File: src/source/fb_pkg.sv
package fb_pkg;

    localparam int fb_row_bits = 8;
    localparam int fb_col_bits = 7;
    localparam int fb_pixels_per_word = 4;

    // drawing area limits
    localparam int fb_max_x = 480;
    localparam int fb_max_y = 240;

    localparam int tile_size = 16;
    localparam int tile_burst_len = 32;
    // a shifted row may spill into a fifth word
    localparam int shifter_cols = 5;

    // page bit, row, word column
    typedef logic [fb_row_bits+fb_col_bits:0] fb_addr_t;
    typedef logic [63:0] fb_word_t;
    typedef logic [7:0]  fb_be_t;
    typedef logic [18:0] tile_addr_t;
    typedef logic [5:0]  pixel_t;

endpackage

File: src/source/obj_pkg.sv
package obj_pkg;

    typedef logic [15:0] obj_word_t;
    typedef logic [14:0] obj_ram_addr_t;
    typedef logic [9:0]  obj_entry_idx_t;
    typedef logic [13:0] obj_tile_code_t;
    typedef logic [11:0] obj_coord_t;
    typedef logic [7:0]  obj_colour_t;

    localparam int obj_words_per_entry = 8;
    localparam int obj_entry_count = 835;

    // word indexes inside one entry
    localparam int obj_tile_word = 0;
    localparam int obj_colour_word = 4;
    localparam int obj_x_word = 6;
    localparam int obj_y_word = 7;

    // x word flags
    localparam int obj_latch_extra_bit = 12;
    localparam int obj_latch_master_bit = 13;
    localparam int obj_no_extra_bit = 14;
    localparam int obj_absolute_bit = 15;

    // colour word flags
    localparam int obj_flip_x_bit = 8;
    localparam int obj_reuse_colour_bit = 10;
    localparam int obj_use_cur_y_bit = 12;
    localparam int obj_inc_y_bit = 13;
    localparam int obj_use_cur_x_bit = 14;
    localparam int obj_inc_x_bit = 15;

    // sequence step, one tile
    localparam int obj_seq_step = 16;

    typedef enum logic [2:0] {
        st_idle,
        st_read,
        st_read_last,
        st_eval,
        st_check,
        st_tile_req,
        st_draw,
        st_next
    } walker_state_t;

endpackage

File: src/source/obj_engine.sv
`timescale 1ns/1ns

module obj_engine (
    input  logic                   clk,
    input  logic                   reset,
    input  logic                   frame_start,
    output logic                   busy,
    output logic                   page,
    output obj_pkg::obj_ram_addr_t list_addr,
    input  obj_pkg::obj_word_t     list_data,
    output logic                   tile_req_valid,
    input  logic                   tile_req_ready,
    output fb_pkg::tile_addr_t     tile_req_addr,
    input  logic                   tile_rdata_valid,
    input  fb_pkg::fb_word_t       tile_rdata,
    output logic                   fb_valid,
    input  logic                   fb_ready,
    output fb_pkg::fb_addr_t       fb_addr,
    output fb_pkg::fb_word_t       fb_data,
    output fb_pkg::fb_be_t         fb_be
);
    import obj_pkg::*;
    import fb_pkg::*;

    logic                           load;
    fb_word_t                       load_data;
    logic                           tile_start;
    logic                           out_valid;
    logic                           out_ready;
    logic                           out_last;
    logic [fb_row_bits+fb_col_bits-1:0] out_addr;
    obj_coord_t                     x;
    obj_coord_t                     y;
    obj_colour_t                    colour;
    logic                           flip_x;

    // draw page flips with every frame
    always_ff @(posedge clk) begin
        if (reset) begin
            page <= 1'b0;
        end else if (frame_start) begin
            page <= ~page;
        end
    end

    obj_list_walker u_walker (
        .clk             (clk),
        .reset           (reset),
        .frame_start     (frame_start),
        .page            (page),
        .busy            (busy),
        .list_addr       (list_addr),
        .list_data       (list_data),
        .tile_req_valid  (tile_req_valid),
        .tile_req_ready  (tile_req_ready),
        .tile_req_addr   (tile_req_addr),
        .tile_rdata_valid(tile_rdata_valid),
        .tile_rdata      (tile_rdata),
        .fb_valid        (fb_valid),
        .fb_ready        (fb_ready),
        .fb_addr         (fb_addr),
        .load            (load),
        .load_data       (load_data),
        .tile_start      (tile_start),
        .out_valid       (out_valid),
        .out_ready       (out_ready),
        .out_last        (out_last),
        .out_addr        (out_addr),
        .x               (x),
        .y               (y),
        .colour          (colour),
        .flip_x          (flip_x)
    );

    // pixel data and enables go straight to the fb port
    obj_tile_shifter u_shifter (
        .clk       (clk),
        .reset     (reset),
        .tile_start(tile_start),
        .load      (load),
        .load_data (load_data),
        .x         (x),
        .y         (y),
        .colour    (colour),
        .flip_x    (flip_x),
        .out_valid (out_valid),
        .out_ready (out_ready),
        .out_addr  (out_addr),
        .out_data  (fb_data),
        .out_be    (fb_be),
        .out_last  (out_last)
    );

endmodule

File: src/source/obj_list_walker.sv
`timescale 1ns/1ns

module obj_list_walker (
    input  logic                  clk,
    input  logic                  reset,
    input  logic                  frame_start,
    input  logic                  page,
    output logic                  busy,
    output obj_pkg::obj_ram_addr_t list_addr,
    input  obj_pkg::obj_word_t    list_data,
    output logic                  tile_req_valid,
    input  logic                  tile_req_ready,
    output fb_pkg::tile_addr_t    tile_req_addr,
    input  logic                  tile_rdata_valid,
    input  fb_pkg::fb_word_t      tile_rdata,
    output logic                  fb_valid,
    input  logic                  fb_ready,
    output fb_pkg::fb_addr_t      fb_addr,
    output logic                  load,
    output fb_pkg::fb_word_t      load_data,
    output logic                  tile_start,
    input  logic                  out_valid,
    output logic                  out_ready,
    input  logic                  out_last,
    input  logic [fb_pkg::fb_row_bits+fb_pkg::fb_col_bits-1:0] out_addr,
    output obj_pkg::obj_coord_t   x,
    output obj_pkg::obj_coord_t   y,
    output obj_pkg::obj_colour_t  colour,
    output logic                  flip_x
);
    import obj_pkg::*;
    import fb_pkg::*;

    walker_state_t  state;
    obj_entry_idx_t entry_idx;
    logic [2:0]     word_idx;
    logic [2:0]     cap_idx;
    logic           cap_en;
    logic           abort_pending;
    obj_word_t      tile_word;
    obj_word_t      colour_word;
    obj_word_t      x_word;
    obj_word_t      y_word;
    obj_tile_code_t tile_code;
    logic           draw_ok;

    obj_position_eval u_eval (
        .clk        (clk),
        .reset      (reset),
        .eval_start (state == st_eval),
        .x_word     (x_word),
        .y_word     (y_word),
        .colour_word(colour_word),
        .x          (x),
        .y          (y),
        .colour     (colour),
        .flip_x     (flip_x)
    );

    assign list_addr = obj_ram_addr_t'({entry_idx, word_idx});
    assign tile_code = tile_word[$bits(obj_tile_code_t)-1:0];
    // 32 words per tile
    assign tile_req_addr = {tile_code, 5'b00000};
    assign tile_req_valid = (state == st_tile_req);
    assign busy = (state != st_idle);
    assign tile_start = (state == st_eval);
    assign load = tile_rdata_valid && (state == st_draw);
    assign load_data = tile_rdata;

    // fb port is the shifter output with the page bit on top
    assign fb_valid = out_valid && (state == st_draw);
    assign out_ready = fb_ready && (state == st_draw);
    assign fb_addr = {page, out_addr};

    assign draw_ok = (tile_code != '0) &&
                     (x <= obj_coord_t'(fb_max_x)) &&
                     (y <= obj_coord_t'(fb_max_y));

    // list_data lags list_addr by one cycle
    always_ff @(posedge clk) begin
        cap_idx <= word_idx;
        if (cap_en) begin
            if (cap_idx == 3'(obj_tile_word)) begin
                tile_word <= list_data;
            end
            if (cap_idx == 3'(obj_colour_word)) begin
                colour_word <= list_data;
            end
            if (cap_idx == 3'(obj_x_word)) begin
                x_word <= list_data;
            end
            if (cap_idx == 3'(obj_y_word)) begin
                y_word <= list_data;
            end
        end
    end

    always_ff @(posedge clk) begin
        if (reset) begin
            state <= st_idle;
            entry_idx <= '0;
            word_idx <= '0;
            cap_en <= 1'b0;
            abort_pending <= 1'b0;
        end else begin
            cap_en <= (state == st_read);
            // new frame during a walk, honoured at the next entry boundary
            if (frame_start && state != st_idle) begin
                abort_pending <= 1'b1;
            end
            case (state)
                st_idle: begin
                    if (frame_start) begin
                        entry_idx <= '0;
                        word_idx <= '0;
                        state <= st_read;
                    end
                end
                st_read: begin
                    word_idx <= word_idx + 3'd1;
                    if (word_idx == 3'(obj_words_per_entry - 1)) begin
                        state <= st_read_last;
                    end
                end
                st_read_last: state <= st_eval;
                st_eval: state <= st_check;
                st_check: state <= draw_ok ? st_tile_req : st_next;
                st_tile_req: begin
                    if (tile_req_ready) begin
                        state <= st_draw;
                    end
                end
                st_draw: begin
                    if (out_valid && fb_ready && out_last) begin
                        state <= st_next;
                    end
                end
                st_next: begin
                    abort_pending <= 1'b0;
                    if (abort_pending || frame_start) begin
                        entry_idx <= '0;
                        state <= st_read;
                    end else if (entry_idx == obj_entry_idx_t'(obj_entry_count - 1)) begin
                        state <= st_idle;
                    end else begin
                        entry_idx <= entry_idx + 1'b1;
                        state <= st_read;
                    end
                end
                default: state <= st_idle;
            endcase
        end
    end

endmodule

File: src/source/obj_position_eval.sv
`timescale 1ns/1ns

module obj_position_eval (
    input  logic                 clk,
    input  logic                 reset,
    input  logic                 eval_start,
    input  obj_pkg::obj_word_t   x_word,
    input  obj_pkg::obj_word_t   y_word,
    input  obj_pkg::obj_word_t   colour_word,
    output obj_pkg::obj_coord_t  x,
    output obj_pkg::obj_coord_t  y,
    output obj_pkg::obj_colour_t colour,
    output logic                 flip_x
);
    import obj_pkg::*;

    obj_coord_t master_x;
    obj_coord_t master_y;
    obj_coord_t extra_x;
    obj_coord_t extra_y;
    obj_coord_t scroll_x;
    obj_coord_t scroll_y;
    obj_coord_t base_x;
    obj_coord_t base_y;
    obj_coord_t step_x;
    obj_coord_t step_y;

    always_comb begin
        scroll_x = '0;
        scroll_y = '0;
        // absolute entries ignore both scroll sets
        if (!x_word[obj_absolute_bit]) begin
            scroll_x = master_x;
            scroll_y = master_y;
            if (!x_word[obj_no_extra_bit]) begin
                scroll_x = master_x + extra_x;
                scroll_y = master_y + extra_y;
            end
        end
        base_x = x_word[$bits(obj_coord_t)-1:0] + scroll_x;
        base_y = y_word[$bits(obj_coord_t)-1:0] + scroll_y;
        step_x = colour_word[obj_inc_x_bit] ? obj_coord_t'(obj_seq_step) : '0;
        step_y = colour_word[obj_inc_y_bit] ? obj_coord_t'(obj_seq_step) : '0;
    end

    always_ff @(posedge clk) begin
        if (reset) begin
            master_x <= '0;
            master_y <= '0;
            extra_x <= '0;
            extra_y <= '0;
            x <= '0;
            y <= '0;
        end else if (eval_start) begin
            if (x_word[obj_latch_master_bit]) begin
                master_x <= base_x;
                master_y <= base_y;
            end
            if (x_word[obj_latch_extra_bit]) begin
                extra_x <= base_x;
                extra_y <= base_y;
            end
            // sequence entries continue from the previous result
            x <= (colour_word[obj_use_cur_x_bit] ? base_x : x) + step_x;
            y <= (colour_word[obj_use_cur_y_bit] ? base_y : y) + step_y;
        end
    end

    always_ff @(posedge clk) begin
        if (eval_start) begin
            if (!colour_word[obj_reuse_colour_bit]) begin
                colour <= colour_word[$bits(obj_colour_t)-1:0];
            end
            flip_x <= colour_word[obj_flip_x_bit];
        end
    end

endmodule

File: src/source/obj_tile_shifter.sv
`timescale 1ns/1ns

module obj_tile_shifter (
    input  logic                 clk,
    input  logic                 reset,
    input  logic                 tile_start,
    input  logic                 load,
    input  fb_pkg::fb_word_t     load_data,
    input  obj_pkg::obj_coord_t  x,
    input  obj_pkg::obj_coord_t  y,
    input  obj_pkg::obj_colour_t colour,
    input  logic                 flip_x,
    output logic                 out_valid,
    input  logic                 out_ready,
    output logic [fb_pkg::fb_row_bits+fb_pkg::fb_col_bits-1:0] out_addr,
    output fb_pkg::fb_word_t     out_data,
    output fb_pkg::fb_be_t       out_be,
    output logic                 out_last
);
    import fb_pkg::*;

    // decoded tile, pixel 0 is the leftmost
    pixel_t [tile_size-1:0] tile_rows [tile_size];
    // current row after shift and mirror
    pixel_t [fb_pixels_per_word*shifter_cols-1:0] line_px;

    logic [4:0]             load_cnt;
    logic                   loaded;
    logic [3:0]             emit_row;
    logic [2:0]             emit_col;
    logic                   emit_done;
    logic                   advance;
    fb_word_t               next_data;
    fb_be_t                 next_be;
    logic [fb_row_bits-1:0] row_addr;
    logic [fb_col_bits-1:0] col_addr;

    // four 6 bit pixels from one 32 bit half
    function automatic logic [23:0] decode_half(input logic [31:0] d);
        logic [23:0] px;
        for (int k = 0; k < 4; k++) begin
            px[6*k +: 6] = {d[16 + 2*k +: 2], d[4*k +: 4]};
        end
        return px;
    endfunction

    // two loads per tile row, low half of each word first
    always_ff @(posedge clk) begin
        if (load) begin
            tile_rows[load_cnt[4:1]][8*load_cnt[0] +: 4] <= decode_half(load_data[31:0]);
            tile_rows[load_cnt[4:1]][8*load_cnt[0] + 4 +: 4] <= decode_half(load_data[63:32]);
        end
    end

    always_comb begin
        line_px = '0;
        for (int i = 0; i < tile_size; i++) begin
            if (flip_x) begin
                line_px[i + int'(x[1:0])] = tile_rows[emit_row][tile_size-1-i];
            end else begin
                line_px[i + int'(x[1:0])] = tile_rows[emit_row][i];
            end
        end
    end

    always_comb begin
        pixel_t px;
        for (int p = 0; p < fb_pixels_per_word; p++) begin
            px = line_px[fb_pixels_per_word*emit_col + p];
            next_data[16*p +: 16] = {4'b0000, colour[7:2], px};
            // zero pixels stay transparent
            next_be[2*p +: 2] = {2{|px}};
        end
    end

    assign row_addr = y[fb_row_bits-1:0] + fb_row_bits'(emit_row);
    assign col_addr = x[fb_col_bits+1:2] + fb_col_bits'(emit_col);

    // refill the output register whenever it is empty or being taken
    assign advance = loaded && !emit_done && (!out_valid || out_ready);

    always_ff @(posedge clk) begin
        if (reset || tile_start) begin
            load_cnt <= '0;
            loaded <= 1'b0;
            emit_row <= '0;
            emit_col <= '0;
            emit_done <= 1'b0;
            out_valid <= 1'b0;
        end else begin
            if (load) begin
                load_cnt <= load_cnt + 5'd1;
                if (load_cnt == 5'(tile_burst_len - 1)) begin
                    loaded <= 1'b1;
                end
            end
            if (advance) begin
                out_valid <= 1'b1;
                emit_col <= emit_col + 3'd1;
                if (emit_col == 3'(shifter_cols - 1)) begin
                    emit_col <= '0;
                    emit_row <= emit_row + 4'd1;
                    if (emit_row == 4'(tile_size - 1)) begin
                        emit_done <= 1'b1;
                    end
                end
            end else if (out_ready) begin
                out_valid <= 1'b0;
            end
        end
    end

    always_ff @(posedge clk) begin
        if (advance) begin
            out_data <= next_data;
            out_be <= next_be;
            out_addr <= {row_addr, col_addr};
            out_last <= (emit_row == 4'(tile_size - 1)) && (emit_col == 3'(shifter_cols - 1));
        end
    end

endmodule

File: config.mk
export PLATFORM = sky130hd
export DESIGN_NAME = obj_engine
export DESIGN_NICKNAME = d
export VERILOG_FILES = /design/src/source/fb_pkg.sv /design/src/source/obj_pkg.sv /design/src/source/obj_engine.sv /design/src/source/obj_list_walker.sv /design/src/source/obj_position_eval.sv /design/src/source/obj_tile_shifter.sv
export SDC_FILE = /design/constraint.sdc
export NUM_CORES = 2
export LEC_CHECK = 0
export ABC_AREA = 1
export BUFFER_PORTS_ARGS = -buffer_cell sky130_fd_sc_hd__buf_2
export CAP_MARGIN = 20
export CORE_UTILIZATION = 45
export DETAILED_ROUTE_END_ITERATION = 10
export PLACE_DENSITY = 0.67
export SLEW_MARGIN = 20
export SYNTH_ARGS = -nofsm -noshare
export SYNTH_HDL_FRONTEND = slang
export SYNTH_SLANG_ARGS = --single-unit
File: constraint.sdc
create_clock -name clk -period 7.3 [get_ports clk]
set_input_delay 1.825 -clock clk [delete_from_list [all_inputs] [get_ports clk]]
set_output_delay 1.825 -clock clk [all_outputs]
set_load 0.005 [all_outputs]
==> results.txt <==
- Status: finished, violations left
- The checks that failed: DRC.
- Setup violations remaining at the end of the flow were counted as 0.
* Start-to-end type of the worst setup path: reg2reg
- Maximum root-to-sink buffer count: 3
- After clock tree synthesis, the flow added hold-fix buffers numbering 0.
- Across the run, the number of max-cap violations was 0.
- CP required: approximately 8 ns
- After clock tree synthesis, the setup repair step added 0 buffers.
* CTS clock-pin slew for the worst setup and hold paths: ~0.060 ns
* IO Count: approximately 210
- For met3 alone, demand over resource in global routing was 4.94%.
* Post-detailed-placement half-perimeter wirelength: roughly 170000 um
* Vert. Die Dim: ~430 um
- Met2 track demand over resource in global routing: 45.3%
- CTS Buf Count: 180
- In the routed design, unresolved DRC markers number 4.
- Via count: around 64000
- Initial Util: 45.2%
- In the routed layout, each cell is associated on average with a via count of between 5 and 6.
* Number of distinct standard cells referenced by the synthesized netlist: 57
- Combined global-route utilization of all metal layers: 29.3%
* Avg WL per Cell: 24.7 um
* Core area: 183000 um2
* Resize count post-CTS: 0
- Cell-by-cell trace of the critical path: inv_1 > ha_2 > buf_4 > nor2_1 > inv_1 > nor3_1 > nand3_1 > o21ai_0 > nor2_1 > o21bai_1 > nand2_1 > nand2_1 > nand3_1 > nand2_1 > nor2_1 > nand3_1
- After routing, the total negative slack on setup checks comes to 0 ns.
- The initial antenna violation count is 3.
* Crit. End Element: register
- The cell count after synthesis came out at 8607.
- CP Launch Type: register
- Routability-driven placement finished with a final weighted congestion of approximately 1.0.
* Slew of the pin with the lowest slew margin: around 1.2 ns
- Final worst path period share: around 67%
- Of all flip-flops after synthesis, the portion carrying an async set or reset was 0%.
- Clock Sinks: 1760
- Total count of hold-check failures in the final report: 0
* Later-pin clock latency in the skew report: slightly below 0.9 ns
- Register bit count reported by yosys: 1760
* Sum of overflow across all layers after global routing: 0
- Cell with the largest stage delay on the worst path: nor3_1
- Min Clock Period, post-route: between 4 and 5 ns
* # H-tree levels: 4
- Ys Warns: 0
- Global-route wire length before repair: 400000 um
- Grouping stages by cell kind, the critical path spends the most delay in simple AND/OR/NAND/NOR gates.
- Die area: 186000 um2
- Count of pins over their slew limit: 0
- The number of global-route vias before repair was 59200.
* Design Power: 20700 uW
- For this run, the detailed router's first-pass iteration total came to 11.
* Setup repair after global routing missed its margin: no
- Global routing consumed, on the met1 layer, 39.3% of the routing resources.
- Post-layout instance count excluding filler cells: 11200
- The cell sitting at the root of the clock tree is a clkbuf_16.
- Antenna Nets Post-Route: 0
- Cell area after synthesis: 82700 um2
- Max-slew headroom: between 15 and 20%
* Power per standard cell area: 226 nW/um2
* Primary FF master, synth: edfxtp_1
* Most used routing layer: met2
- Pin count of the biggest net entering global routing: about 220
* Type of the worst min-delay path: reg2reg
- Data arrival time of the critical path: 5.60 ns
- Quantity of I/O buffers inserted on ports: 172
- Clock skew on the completed layout was measured at 0.0504 ns.
* Syn-to-layout area delta: 10.6%
- Summing the sequential cell areas from Yosys gives about 63% of the chip area.
* Maximum VDD drop: 0.202 mV
* Layout net count: 8787
- In this run the core area contains 157 standard-cell rows.
- Wires add up to 277000 um.
- After detailed placement, the design holds a cell count of 10900.
- Width of the die: 431 um
* Fmax achieved: 0.204 GHz
* Iteration-0 DRC Markers: 8029
* WP buf/inv: 3
- In this run the mean area of a mapped cell was 9.61 um2.
- Max Fanout on Critical Path: 24
- TritonCTS built the clock tree.
- The analysis attributes to cell leakage a power of approximately 0.036 uW.
- Of the cells placed in the final design, the portion with a size suffix greater than 1 is 7.73%.
- The synthesized design contains between 1500 and 2000 enable-type register cells.
* CP peak stage delay: 1.00 ns
final cells by class:
type / count / area [um2]
diodes: 2 / 5.00
inverters: 748 / 2840
clock buffers: 226 / 4750
fillers: 16300 / 91400
repair buffers: 326 / 2280
flip-flops and latches: 1760 / 51700
clock inverters: 106 / 1000
well taps: 2464 / 3080
multi-input cells: 5607 / 25800
worst reg2reg max path: cells and delay by family, from the launching register on:
kind                       cells  cell delay [ns]
buffers and inverters          3             0.93
adders and majority gates      1             0.45
AOI/OAI and AO/OA              2             0.25
and+or+nand+nor               10             2.61
DFF                            1             0.50
synthesized netlist by cell type (all sizes together) (3+ instances only):
cell / n / share of area, %
nand2: 2317 / 11
edfxtp: 1647 / 60
nand3: 1146 / 6.9
nor2: 907 / 4.1
inv: 737 / 3.3
o21ai: 555 / 3.4
buf: 373 / 2.8
a21oi: 238 / 1.4
clkbuf: 141 / 0.64
o211ai: 125 / 1.1
dfxtp: 113 / 2.7
ha: 72 / 1.1
xor2: 36 / 0.38
nor3: 22 / 0.13
o21bai: 18 / 0.16
xnor2: 18 / 0.19
nand4: 15 / 0.11
or2: 15 / 0.11
clkinv: 11 / 0.050
and2: 10 / 0.076
nand3b: 9 / 0.082
nor4: 9 / 0.068
o22ai: 9 / 0.068
a31oi: 8 / 0.060
a211oi: 7 / 0.064
a21o: 6 / 0.054
fa: 6 / 0.15
o21a: 5 / 0.045
o221ai: 5 / 0.053
nor3b: 4 / 0.036
o32ai: 4 / 0.042
a21boi: 3 / 0.027
power breakdown:
part	total (uW)	internal (uW)	switching, uW
combinational	703	174	529
sequential	11000	10900	28.1
clock	9030	5100	3940
total	20700	16200	4490
layer usage:
layer / share of wire (%) / routed length (um)
met5: 0.023 / 65
met4: 6.2 / 17200
met3: 9.3 / 25700
met2: 45 / 125000
met1: 39 / 110000
path summary, 6_finish.rpt:
| check | startpoint | to | slack (ns) | cells after the start |
|---|---|---|---|---|
| hold reg to reg | u_walker.word_idx[1] | u_walker.cap_idx[1] | 0.40 | 0 |
| setup / recovery | u_walker.u_eval.x[1] | u_shifter.out_be[6] | 2.41 | 16 |
| setup reg to reg | u_walker.u_eval.x[1] | u_shifter.out_be[6] | 2.41 | 16 |
| hold / removal | u_walker.word_idx[1] | u_walker.cap_idx[1] | 0.40 | 0 |
metrics by stage:
stage	worst slack, ns	utilization (%)	hold WS [ns]	instance area (um2)
6_report	2.41	50.0	0.398	91500
5_1_grt	2.41	50.0	0.411	91500
4_1_cts	2.66	50.0	0.398	91500
3_5_place_dp	2.51	46.9	0.386	85700
3_3_place_gp	2.51	46.9	0.384	85700
2_1_floorplan	1.21	-	0.382	82800
logic make-up (layout without fill, tap and decap cells):
| logic type | after synthesis | after routing | share of synthesized area, % |
|---|---|---|---|
| AND/OR/NAND/NOR | 4457 | 4457 | 22.2 |
| AO/OA/AOI/OAI | 995 | 995 | 6.66 |
| XOR/XNOR | 54 | 54 | 0.572 |
| other | 1 | 25 | 0.00453 |
| adder cells (fa/ha/maj) | 78 | 78 | 1.23 |
| buffers and inverters | 1262 | 1406 | 6.79 |
| flip-flops | 1760 | 1760 | 62.5 |
sequential cells by signal, summed over array words and instances, names as in the netlist, 14 cells and up, named ones only:
| signal | count |
|---|---|
| u_walker.tile_word | 14 |
| u_shifter.out_data | 30 |
| u_shifter.tile_rows | 1536 |
| u_shifter.out_addr | 15 |
| u_walker.x_word | 16 |
cells in the final DEF (no fill, tap or decap), types with 98 or more instances in the layout:
cell and n:
nand3_1 1144, o21ai_0 451, inv_1 720, buf_4 133
a21oi_1 238, buf_2 172, nor2_1 864, dfxtp_1 107
clkbuf_16 183, nand2_1 2312, o21ai_1 98, o211ai_1 125
edfxtp_1 1647
(Power assumes the default switching activity.)
